--- src/common/hack_defs.svh ---
`ifndef HACK_DEFS_SVH
`define HACK_DEFS_SVH

// ************************************************************************
// datapath widths
// ************************************************************************

// width of one data word and of the A and D registers
`define HACK_DATA_W      16
// width of a RAM address and of the constant in an A-instruction
`define HACK_ADDR_W      15
// width of the program counter
`define HACK_PC_W        15
// a ROM word carries two instructions so its address drops pc bit 0
`define HACK_FETCH_W     14

// ************************************************************************
// instruction buffering
// ************************************************************************

`define HACK_FIFO_DEPTH  8
// the count must reach 8 so it is one bit wider than the pointers
`define HACK_FIFO_CNT_W  4
// fetch pauses at this depth and the word still in flight fits behind it
`define HACK_FETCH_AHEAD 4

`endif

--- src/common/hack_pkg.sv ---
`default_nettype none

package hack_pkg;

`include "hack_defs.svh"

    // an A-instruction only loads its 15-bit constant into A
    typedef struct packed {
        logic                    is_c;
        logic [`HACK_ADDR_W-1:0] value;
    } hack_a_inst_t;

    // compute instruction in the usual 111a cccc ccdd djjj layout
    typedef struct packed {
        logic       is_c;
        logic [1:0] unused;
        logic       am;
        logic [5:0] comp;
        logic       dest_a;
        logic       dest_d;
        logic       dest_m;
        logic       jlt;
        logic       jeq;
        logic       jgt;
    } hack_c_inst_t;

    // bit 15 tells which of the two readings applies to the word
    typedef union packed {
        hack_a_inst_t a;
        hack_c_inst_t c;
    } hack_inst_t;

    // slot 0 is the instruction at the even pc
    typedef hack_inst_t [1:0] rom_word_t;

    // one issued item handed from decode to execute
    typedef struct packed {
        logic                    valid;
        logic                    has_const;
        logic [`HACK_ADDR_W-1:0] const_value;
        logic                    has_comp;
        hack_c_inst_t            c;
        logic [1:0]              pc_inc;
    } issue_op_t;

    typedef struct packed {
        logic                  valid;
        logic [`HACK_PC_W-1:0] pc;
    } redirect_t;

    typedef struct packed {
        logic                    en;
        logic [`HACK_ADDR_W-1:0] addr;
        logic [`HACK_DATA_W-1:0] data;
    } mem_wr_t;

endpackage

`default_nettype wire

--- src/fetch/inst_prefetch.sv ---
`timescale 1ns/1ps
`default_nettype none

`include "hack_defs.svh"

module inst_prefetch (
    input  logic                        clk,
    input  logic                        resetN,
    input  hack_pkg::redirect_t         redirect,
    input  logic [`HACK_FIFO_CNT_W-1:0] depth,
    input  hack_pkg::rom_word_t         inst,
    output logic [`HACK_FETCH_W-1:0]    inst_addr,
    output logic                        push,
    output hack_pkg::rom_word_t         push_word
);

    localparam int FETCH_W = `HACK_FETCH_W;
    localparam int CNT_W = `HACK_FIFO_CNT_W;
    localparam logic [CNT_W-1:0] AHEAD = CNT_W'(`HACK_FETCH_AHEAD);

    // next word address to request when the FIFO has room
    logic [FETCH_W-1:0] addr_q;
    // set when the ROM output in this cycle answers a request
    logic               in_flight_q;
    logic               issue;

    // fetch is purely sequential and only the execute stage moves it elsewhere
    // a redirect always requests because the FIFO empties on the same edge
    assign issue = redirect.valid || (depth < AHEAD);

    // the target word goes out in the redirect cycle itself
    assign inst_addr = redirect.valid ? redirect.pc[`HACK_PC_W-1:1] : addr_q;

    always_ff @(posedge clk or negedge resetN)
    begin
        if (!resetN)
        begin
            addr_q <= '0;
            in_flight_q <= 1'b0;
        end
        else
        begin
            if (issue)
                addr_q <= inst_addr + FETCH_W'(1);
            // the ROM answers one cycle later so the flag follows the request
            in_flight_q <= issue;
        end
    end

    // a word that was asked for before the redirect is thrown away here
    assign push = in_flight_q && !redirect.valid;
    assign push_word = inst;

endmodule

`default_nettype wire

--- src/fetch/inst_fifo.sv ---
`timescale 1ns/1ps
`default_nettype none

module inst_fifo #(
    parameter int DEPTH = 8,
    parameter int WIDTH = 32
) (
    input  logic                         clk,
    input  logic                         resetN,
    input  logic                         push,
    input  logic [WIDTH-1:0]             wdata,
    input  logic                         pop,
    input  logic                         flush,
    output logic [WIDTH-1:0]             rdata,
    output logic                         empty,
    output logic [$clog2(DEPTH+1)-1:0]   depth
);

    localparam int PTR_W = (DEPTH > 1) ? $clog2(DEPTH) : 1;
    localparam int CNT_W = $clog2(DEPTH + 1);

    logic [WIDTH-1:0] mem [DEPTH];
    logic [PTR_W-1:0] wr_ptr_q;
    logic [PTR_W-1:0] rd_ptr_q;
    logic [CNT_W-1:0] count_q;
    logic             do_push;
    logic             do_pop;

    // pointers wrap at DEPTH even when it is not a power of two
    function automatic logic [PTR_W-1:0] ptr_inc(input logic [PTR_W-1:0] ptr);
        return (ptr == PTR_W'(DEPTH - 1)) ? '0 : ptr + PTR_W'(1);
    endfunction

    // flush wins over push and pop that arrive in the same cycle
    assign do_push = push && !flush && (count_q != CNT_W'(DEPTH));
    assign do_pop = pop && !flush && !empty;

    // show-ahead read so the head is there before any pop
    assign rdata = mem[rd_ptr_q];
    assign empty = (count_q == '0);
    assign depth = count_q;

    always_ff @(posedge clk)
    begin
        if (do_push)
            mem[wr_ptr_q] <= wdata;
    end

    always_ff @(posedge clk or negedge resetN)
    begin
        if (!resetN)
        begin
            wr_ptr_q <= '0;
            rd_ptr_q <= '0;
            count_q <= '0;
        end
        else if (flush)
        begin
            wr_ptr_q <= '0;
            rd_ptr_q <= '0;
            count_q <= '0;
        end
        else
        begin
            if (do_push)
                wr_ptr_q <= ptr_inc(wr_ptr_q);
            if (do_pop)
                rd_ptr_q <= ptr_inc(rd_ptr_q);
            // simultaneous push and pop leave the count unchanged
            if (do_push && !do_pop)
                count_q <= count_q + CNT_W'(1);
            else if (do_pop && !do_push)
                count_q <= count_q - CNT_W'(1);
        end
    end

endmodule

`default_nettype wire

--- src/core/hack_alu.sv ---
`timescale 1ns/1ps
`default_nettype none

`include "hack_defs.svh"

module hack_alu (
    input  logic [`HACK_DATA_W-1:0] x,
    input  logic [`HACK_DATA_W-1:0] y,
    input  logic [5:0]              fn,
    output logic [`HACK_DATA_W-1:0] out,
    output logic                    zero
);

    logic [`HACK_DATA_W-1:0] xz;
    logic [`HACK_DATA_W-1:0] xn;
    logic [`HACK_DATA_W-1:0] yz;
    logic [`HACK_DATA_W-1:0] yn;
    logic [`HACK_DATA_W-1:0] f;

    // fn is zx nx zy ny f no from the top bit down
    always_comb
    begin
        xz = fn[5] ? '0 : x;
        xn = fn[4] ? ~xz : xz;
        yz = fn[3] ? '0 : y;
        yn = fn[2] ? ~yz : yz;
        // f chooses between add and bitwise and
        f = fn[1] ? (xn + yn) : (xn & yn);
        out = fn[0] ? ~f : f;
    end

    assign zero = (out == '0);

endmodule

`default_nettype wire

--- src/core/issue_decode.sv ---
`timescale 1ns/1ps
`default_nettype none

`include "hack_defs.svh"

module issue_decode (
    input  logic                    clk,
    input  logic                    resetN,
    input  hack_pkg::rom_word_t     head,
    input  logic                    empty,
    input  hack_pkg::redirect_t     redirect,
    input  logic [`HACK_DATA_W-1:0] a_next,
    output logic                    pop,
    output logic [`HACK_ADDR_W-1:0] read_addr,
    output hack_pkg::issue_op_t     op
);

    // which slot of the head word is decoded next
    logic                 half_q;
    hack_pkg::hack_inst_t cur;
    logic                 pair;
    logic                 take;
    hack_pkg::issue_op_t  op_d;

    assign cur = head[half_q];

    // ************************************************************************
    // pairing and FIFO pop
    // ************************************************************************

    // only an A-instruction in slot 0 followed by a C-instruction in slot 1
    // is issued together, which is the common load-then-compute sequence
    assign pair = !half_q && !head[0].a.is_c && head[1].c.is_c;

    // nothing is taken in a redirect cycle since the head is stale
    assign take = !empty && !redirect.valid;

    // the word is consumed once its last slot has been issued
    assign pop = take && (pair || half_q);

    // the RAM address leaves in this cycle so M data is ready in execute
    // a pair carries its own address, otherwise it is A after the coming edge
    assign read_addr = pair ? head[0].a.value : a_next[`HACK_ADDR_W-1:0];

    // ************************************************************************
    // decode into one issue item
    // ************************************************************************

    always_comb
    begin
        op_d = '0;
        op_d.valid = take;
        if (pair)
        begin
            op_d.has_const = 1'b1;
            op_d.const_value = head[0].a.value;
            op_d.has_comp = 1'b1;
            op_d.c = head[1].c;
            op_d.pc_inc = 2'd2;
        end
        else
        begin
            // a lone instruction is read both ways and is_c picks the view
            op_d.has_const = !cur.a.is_c;
            op_d.const_value = cur.a.value;
            op_d.has_comp = cur.c.is_c;
            op_d.c = cur.c;
            op_d.pc_inc = 2'd1;
        end
    end

    always_ff @(posedge clk or negedge resetN)
    begin
        if (!resetN)
        begin
            half_q <= 1'b0;
            op <= '0;
        end
        else
        begin
            // a jump target at an odd pc starts decoding on slot 1
            if (redirect.valid)
                half_q <= redirect.pc[0];
            else if (take)
                half_q <= pair ? 1'b0 : !half_q;
            op <= op_d;
        end
    end

endmodule

`default_nettype wire

--- src/core/execute.sv ---
`timescale 1ns/1ps
`default_nettype none

`include "hack_defs.svh"

module execute (
    input  logic                    clk,
    input  logic                    resetN,
    input  hack_pkg::issue_op_t     op,
    input  logic [`HACK_ADDR_W-1:0] read_addr,
    input  logic [`HACK_DATA_W-1:0] in_m,
    output logic [`HACK_DATA_W-1:0] a_next,
    output hack_pkg::redirect_t     redirect,
    output hack_pkg::mem_wr_t       mem_wr
);

    localparam int DW = `HACK_DATA_W;
    localparam int AW = `HACK_ADDR_W;
    localparam int PW = `HACK_PC_W;

    logic [DW-1:0] a_q;
    logic [DW-1:0] d_q;
    // read address and write port of the previous cycle for the bypass
    logic [AW-1:0] rd_addr_q;
    logic          wr_en_q;
    logic [AW-1:0] wr_addr_q;
    logic [DW-1:0] wr_data_q;
    logic          comp_en;
    logic          pair;
    logic          bypass;
    logic [DW-1:0] konst;
    logic [DW-1:0] y;
    logic [DW-1:0] alu_out;
    logic          zero;
    logic          neg;
    logic          cond;

    assign comp_en = op.valid && op.has_comp;
    assign pair = op.has_const && op.has_comp;
    assign konst = {1'b0, op.const_value};

    // ************************************************************************
    // ALU operands
    // ************************************************************************

    // the RAM is read-first so a write to the same address one cycle
    // earlier is not in in_m yet and has to come from the write register
    assign bypass = wr_en_q && (wr_addr_q == rd_addr_q);

    // in a pair the A half has not reached the register yet
    assign y = op.c.am ? (bypass ? wr_data_q : in_m) : (pair ? konst : a_q);

    hack_alu u_alu (
        .x    (d_q),
        .y    (y),
        .fn   (op.c.comp),
        .out  (alu_out),
        .zero (zero)
    );

    assign neg = alu_out[DW-1];
    assign cond = (op.c.jlt && neg) || (op.c.jeq && zero) || (op.c.jgt && !neg && !zero);

    // ************************************************************************
    // results, jump and RAM write
    // ************************************************************************

    // the jump target and the M address both use A from before this op
    assign redirect.valid = comp_en && cond;
    assign redirect.pc = pair ? op.const_value : a_q[PW-1:0];

    assign mem_wr.en = comp_en && op.c.dest_m;
    assign mem_wr.addr = pair ? op.const_value : a_q[AW-1:0];
    assign mem_wr.data = alu_out;

    // decode needs A as it will be after this edge to address the RAM
    always_comb
    begin
        a_next = a_q;
        if (comp_en && op.c.dest_a)
            a_next = alu_out;
        else if (op.valid && op.has_const)
            a_next = konst;
    end

    always_ff @(posedge clk or negedge resetN)
    begin
        if (!resetN)
        begin
            a_q <= '0;
            d_q <= '0;
            wr_en_q <= 1'b0;
        end
        else
        begin
            a_q <= a_next;
            if (comp_en && op.c.dest_d)
                d_q <= alu_out;
            wr_en_q <= mem_wr.en;
        end
    end

    always_ff @(posedge clk)
    begin
        rd_addr_q <= read_addr;
        wr_addr_q <= mem_wr.addr;
        wr_data_q <= mem_wr.data;
    end

endmodule

`default_nettype wire

--- src/design/hack_cpu.sv ---
`timescale 1ns/1ps
`default_nettype none

`include "hack_defs.svh"

module hack_cpu (
    input  logic                     clk,
    input  logic                     resetN,
    output logic [`HACK_FETCH_W-1:0] inst_addr,
    input  hack_pkg::rom_word_t      inst,
    output logic [`HACK_ADDR_W-1:0]  read_addr,
    input  logic [`HACK_DATA_W-1:0]  in_m,
    output hack_pkg::mem_wr_t        mem_wr
);

    // taken-jump pulse from execute to fetch, FIFO and decode
    hack_pkg::redirect_t         redirect;
    logic [`HACK_FIFO_CNT_W-1:0] fifo_depth;
    logic                        push;
    hack_pkg::rom_word_t         push_word;
    logic                        pop;
    logic                        empty;
    hack_pkg::rom_word_t         head;
    hack_pkg::issue_op_t         op;
    logic [`HACK_DATA_W-1:0]     a_next;

    inst_prefetch u_inst_prefetch (
        .clk       (clk),
        .resetN    (resetN),
        .redirect  (redirect),
        .depth     (fifo_depth),
        .inst      (inst),
        .inst_addr (inst_addr),
        .push      (push),
        .push_word (push_word)
    );

    // a redirect doubles as the flush of everything fetched so far
    inst_fifo #(
        .DEPTH (`HACK_FIFO_DEPTH),
        .WIDTH ($bits(hack_pkg::rom_word_t))
    ) u_inst_fifo (
        .clk    (clk),
        .resetN (resetN),
        .push   (push),
        .wdata  (push_word),
        .pop    (pop),
        .flush  (redirect.valid),
        .rdata  (head),
        .empty  (empty),
        .depth  (fifo_depth)
    );

    issue_decode u_issue_decode (
        .clk       (clk),
        .resetN    (resetN),
        .head      (head),
        .empty     (empty),
        .redirect  (redirect),
        .a_next    (a_next),
        .pop       (pop),
        .read_addr (read_addr),
        .op        (op)
    );

    execute u_execute (
        .clk       (clk),
        .resetN    (resetN),
        .op        (op),
        .read_addr (read_addr),
        .in_m      (in_m),
        .a_next    (a_next),
        .redirect  (redirect),
        .mem_wr    (mem_wr)
    );

endmodule

`default_nettype wire

--- config.mk ---
export PLATFORM = sky130hd
export DESIGN_NAME = hack_cpu
export DESIGN_NICKNAME = d
export VERILOG_FILES = /design/src/common/hack_pkg.sv /design/src/fetch/inst_prefetch.sv /design/src/fetch/inst_fifo.sv /design/src/core/hack_alu.sv /design/src/core/issue_decode.sv /design/src/core/execute.sv /design/src/design/hack_cpu.sv
export VERILOG_INCLUDE_DIRS = /design/src /design/src/common
export SDC_FILE = /design/constraint.sdc
export NUM_CORES = 1
export LEC_CHECK = 0
export BUFFER_PORTS_ARGS = -buffer_cell sky130_fd_sc_hd__buf_2
export CAP_MARGIN = 10
export CORE_MARGIN = 5
export CORE_UTILIZATION = 65
export CTS_BUF_LIST = sky130_fd_sc_hd__clkbuf_8
export DETAILED_ROUTE_END_ITERATION = 7
export GPL_ROUTABILITY_DRIVEN = 0
export HOLD_SLACK_MARGIN = 0.1
export PLACE_DENSITY = 0.9
export SLEW_MARGIN = 15
export SYNTH_ARGS = -nofsm -noshare
export SYNTH_HDL_FRONTEND = slang
export SYNTH_SLANG_ARGS = --single-unit
--- constraint.sdc ---
create_clock -name clk -period 27.3 [get_ports clk]
set_clock_uncertainty 0.05 [all_clocks]
set_input_delay 2.73 -clock clk [delete_from_list [all_inputs] [get_ports clk]]
set_output_delay 2.73 -clock clk [all_outputs]
set_load 0.05 [all_outputs]
==> flow_summary.yaml <==
grt:
  gr-total-overflow: 0
  grt_use_met2_pct: 43.6
  antenna_found_initial: 5
  use_met3_pct: 6.30
  grt_max_degree: 68
  grt.total_usage_pct: 27.1
  grt-busiest-layer: "met2"
  grt_pass1_wl_mm: 63.4
  gr-usage-met1_pct: 36.2
  grt_pass1_vias: 11000
cts:
  cts_root_buf: "clkbuf_8"
  cts_buffers: 58
  postCtsHoldBufs: 0
  postCtsSetupRepairBufs: 0
  cts_tree: "yes"
  clock_sinks: 392
  ctsResizeCount: 0
  clkSlewWorstSetupHoldPaths_ps: 60
  cts_buffer_depth: 3
  cts_max_level: 2
  clock_latency_ps: 620
synthesis:
  avgSynthCellArea_um2: 14.8
  synth_edf_count: 256
  synth_cell_types: 60
  yosysTopAreaCell: "edfxtp_1"
  ys_seq_elements: 392
  synth-warning-count: 0
  synth-seq-area-share_pct: 62.6
  synth_top_area_share_pct: 44.3
  synth_nets: 1247
  synth_area_leaders: "edfxtp_1 44%, dfrtp_1 13%, mux4_2 8.3%"
  syn_inst: 1171
  synthArstFlopShare_pct: 23.0
  netlist_area_um2: 17400
  ys_dominant_reg_cell: "edfxtp_1"
sta:
  finalSetupViolations: 0
  grt_setup_unrepaired: "false"
  finalCritPeriodShare_pct: 38.5
  relSlewSlack_pct: 25.4
  min_period_ps: 10510
  fmax_mhz: 95.1
  slew_viol_final: 0
  worstMarginPinSlew_ps: 1120
  tns_ps: 0
  hold_viol: 0
floorplan:
  dieArea_um2: 30100
  die_w_um: 173
  placementRows: 59
  initial_core_util_pct: 66.2
  core_um2: 26200
  die_h_um: 173
  pin_count: 111
placement:
  dp_hpwl_mm: 26.2
  port_buffers: 110
critical_path:
  critPathCaptureType: "output port"
  cp.required_ps: 24520
  path_class: "in -> out"
  critPathArrivalTime_ps: 7730
  r2r_slack_ps: 19650
  start_kind: "input port"
  crit_fanout: 49
run:
  maxCapViolCount: 0
finish:
  area_growth_pct: 11.8
  n_fill_cell: 1546
  drive_gt1_share_pct: 23.4
  n_antenna_cell: 0
  utilization_pct: 74.0
  nets: 1378
routing:
  drt_wl_total_mm: 40.8
  drtPass1Iterations: 6
  vias_per_cell: 6.35
  vias: 10700
  drtIter0Drc: 1086
  ant_nets: 0
  drc: 0
  routedWlPerCell_um: 24.2
hold_path:
  min_path_type: "reg -> reg"
status:
  status: "finished clean"
worst max-delay path, stage by stage:
cell       delay, ps
buf_2             70
mux2i_1           60
a211oi_1         300
xor2_1           180
ha_1             250
inv_1             70
fa_1             400
nor2b_1          170
o31ai_1          160
a2111oi_0        640
o21ai_1          150
a31oi_2          280
and3_1           190
mux2i_1           90
or3_4            430
a311oi_4         280
buf_4            590
mux2_1           420
buf_2            230
cells in the mapped netlist (6+ instances only):
| cell type | instances |
|---|---|
| mux2_1 | 15 |
| buf_1 | 13 |
| nand3_1 | 15 |
| dfrtp_1 | 90 |
| a21o_1 | 6 |
| mux2_2 | 32 |
| nor2_1 | 77 |
| o21ai_0 | 29 |
| nand2b_1 | 23 |
| dfxtp_1 | 46 |
| nand2_1 | 48 |
| a31oi_1 | 7 |
| nor3_1 | 10 |
| inv_1 | 21 |
| ha_1 | 24 |
| mux2i_1 | 107 |
| edfxtp_1 | 256 |
| mux4_2 | 64 |
| and3_1 | 9 |
| clkbuf_1 | 39 |
| a21oi_1 | 43 |
| a211oi_1 | 18 |
| xor2_1 | 30 |
| xnor2_1 | 66 |
| nand4_1 | 12 |
registers in the layout (all words and copies together) (netlist names):
| register | count |
|---|---|
| u_execute.a_q | 16 |
| u_execute.d_q | 16 |
| u_execute.rd_addr_q | 15 |
| u_execute.wr_addr_q | 15 |
| u_execute.wr_data_q | 16 |
| u_execute.wr_en_q | 1 |
| u_inst_fifo.depth | 4 |
| u_inst_fifo.mem | 256 |
| u_inst_fifo.rd_ptr_q | 3 |
| u_inst_fifo.wr_ptr_q | 3 |
| u_inst_prefetch.addr_q | 14 |
| u_inst_prefetch.in_flight_q | 1 |
| u_issue_decode.half_q | 1 |
| u_issue_decode.op | 31 |
placed cells by master (no fill, tap or decap), drive strengths merged, types with 3 or more instances in the layout:
cell type,n
edfxtp,256
buf,130
mux2i,107
dfrtp,90
nor2,77
xnor2,66
mux4,64
clkbuf,61
nand2,48
inv,47
mux2,47
dfxtp,46
a21oi,44
o21ai,32
xor2,30
ha,24
nand2b,23
a211oi,18
clkinv,17
nand3,15
nand4,12
nor3,10
and3,9
a31oi,8
a21o,6
nor4,5
or3,5
nor4b,5
nor3b,4
o211ai,4
nor2b,4
and2,4
o21a,3
o31ai,3
final cells by class:
class / count / area (um^2) / share of cell area [%]
well taps: 335 / 419 / 2.16
repair buffers: 130 / 703 / 3.62
clock inverters: 45 / 263 / 1.35
multi-input cells: 698 / 6230 / 32.1
inverters: 22 / 82.6 / 0.426
flip-flops and latches: 392 / 10900 / 56.0
clock buffers: 61 / 840 / 4.33
final timing paths:
| check | start | endpoint | depth (start not counted) |
|---|---|---|---|
| min in group asynchronous | resetN | u_inst_fifo.wr_ptr_q[2]$_DFFE_PN0P_ | 1 |
| max reg2reg | u_issue_decode.op[18]$_DFF_PN0_ | u_inst_fifo.depth[3]$_DFFE_PN0P_ | 27 |
| max in group asynchronous | resetN | u_inst_fifo.rd_ptr_q[0]$_DFFE_PN0P_ | 2 |
| min reg2reg | u_execute.d_q[11]$_DFFE_PN0P_ | u_execute.d_q[11]$_DFFE_PN0P_ | 2 |
| min | u_execute.d_q[11]$_DFFE_PN0P_ | u_execute.d_q[11]$_DFFE_PN0P_ | 2 |
| max | in_m[0] | inst_addr[0] | 19 |
metal layers:
layer,up-vias,part of all wire (%),wire length [um]
li1,4675,-,-
met5,-,0.15,62
met1,5303,38,15500
met2,599,49,19900
met4,10,3.5,1440
met3,92,9.5,3870
stage by stage:
| step | instance area, um^2 | setup WS, ps | instances | hold WS, ps |
|---|---|---|---|---|
| after global placement | 18300 | 17090 | 1577 | 413 |
| after detailed placement | 18300 | 16960 | 1577 | 425 |
| after CTS | 19400 | 16900 | 1683 | 440 |
| after global routing | 19400 | 16530 | 1683 | 481 |
| final | 19400 | 16790 | 1683 | 436 |
| after floorplan | 17400 | 17350 | 1171 | 401 |
logic make-up (layout without fill, tap and decap cells):
| group | after synthesis | count (layout) | share of synthesized area (%) |
|---|---|---|---|
| buf+inv | 81 | 258 | 1.92 |
| mux | 218 | 218 | 17.5 |
| xor+xnor | 96 | 96 | 4.85 |
| simple gates | 226 | 226 | 6.35 |
| fa+ha+maj | 26 | 26 | 1.96 |
| flops | 392 | 392 | 62.6 |
| compound gates | 132 | 132 | 4.82 |
Power is not shown: default switching activity piles up to over one toggle a cycle in this logic, so the estimate is an artifact.
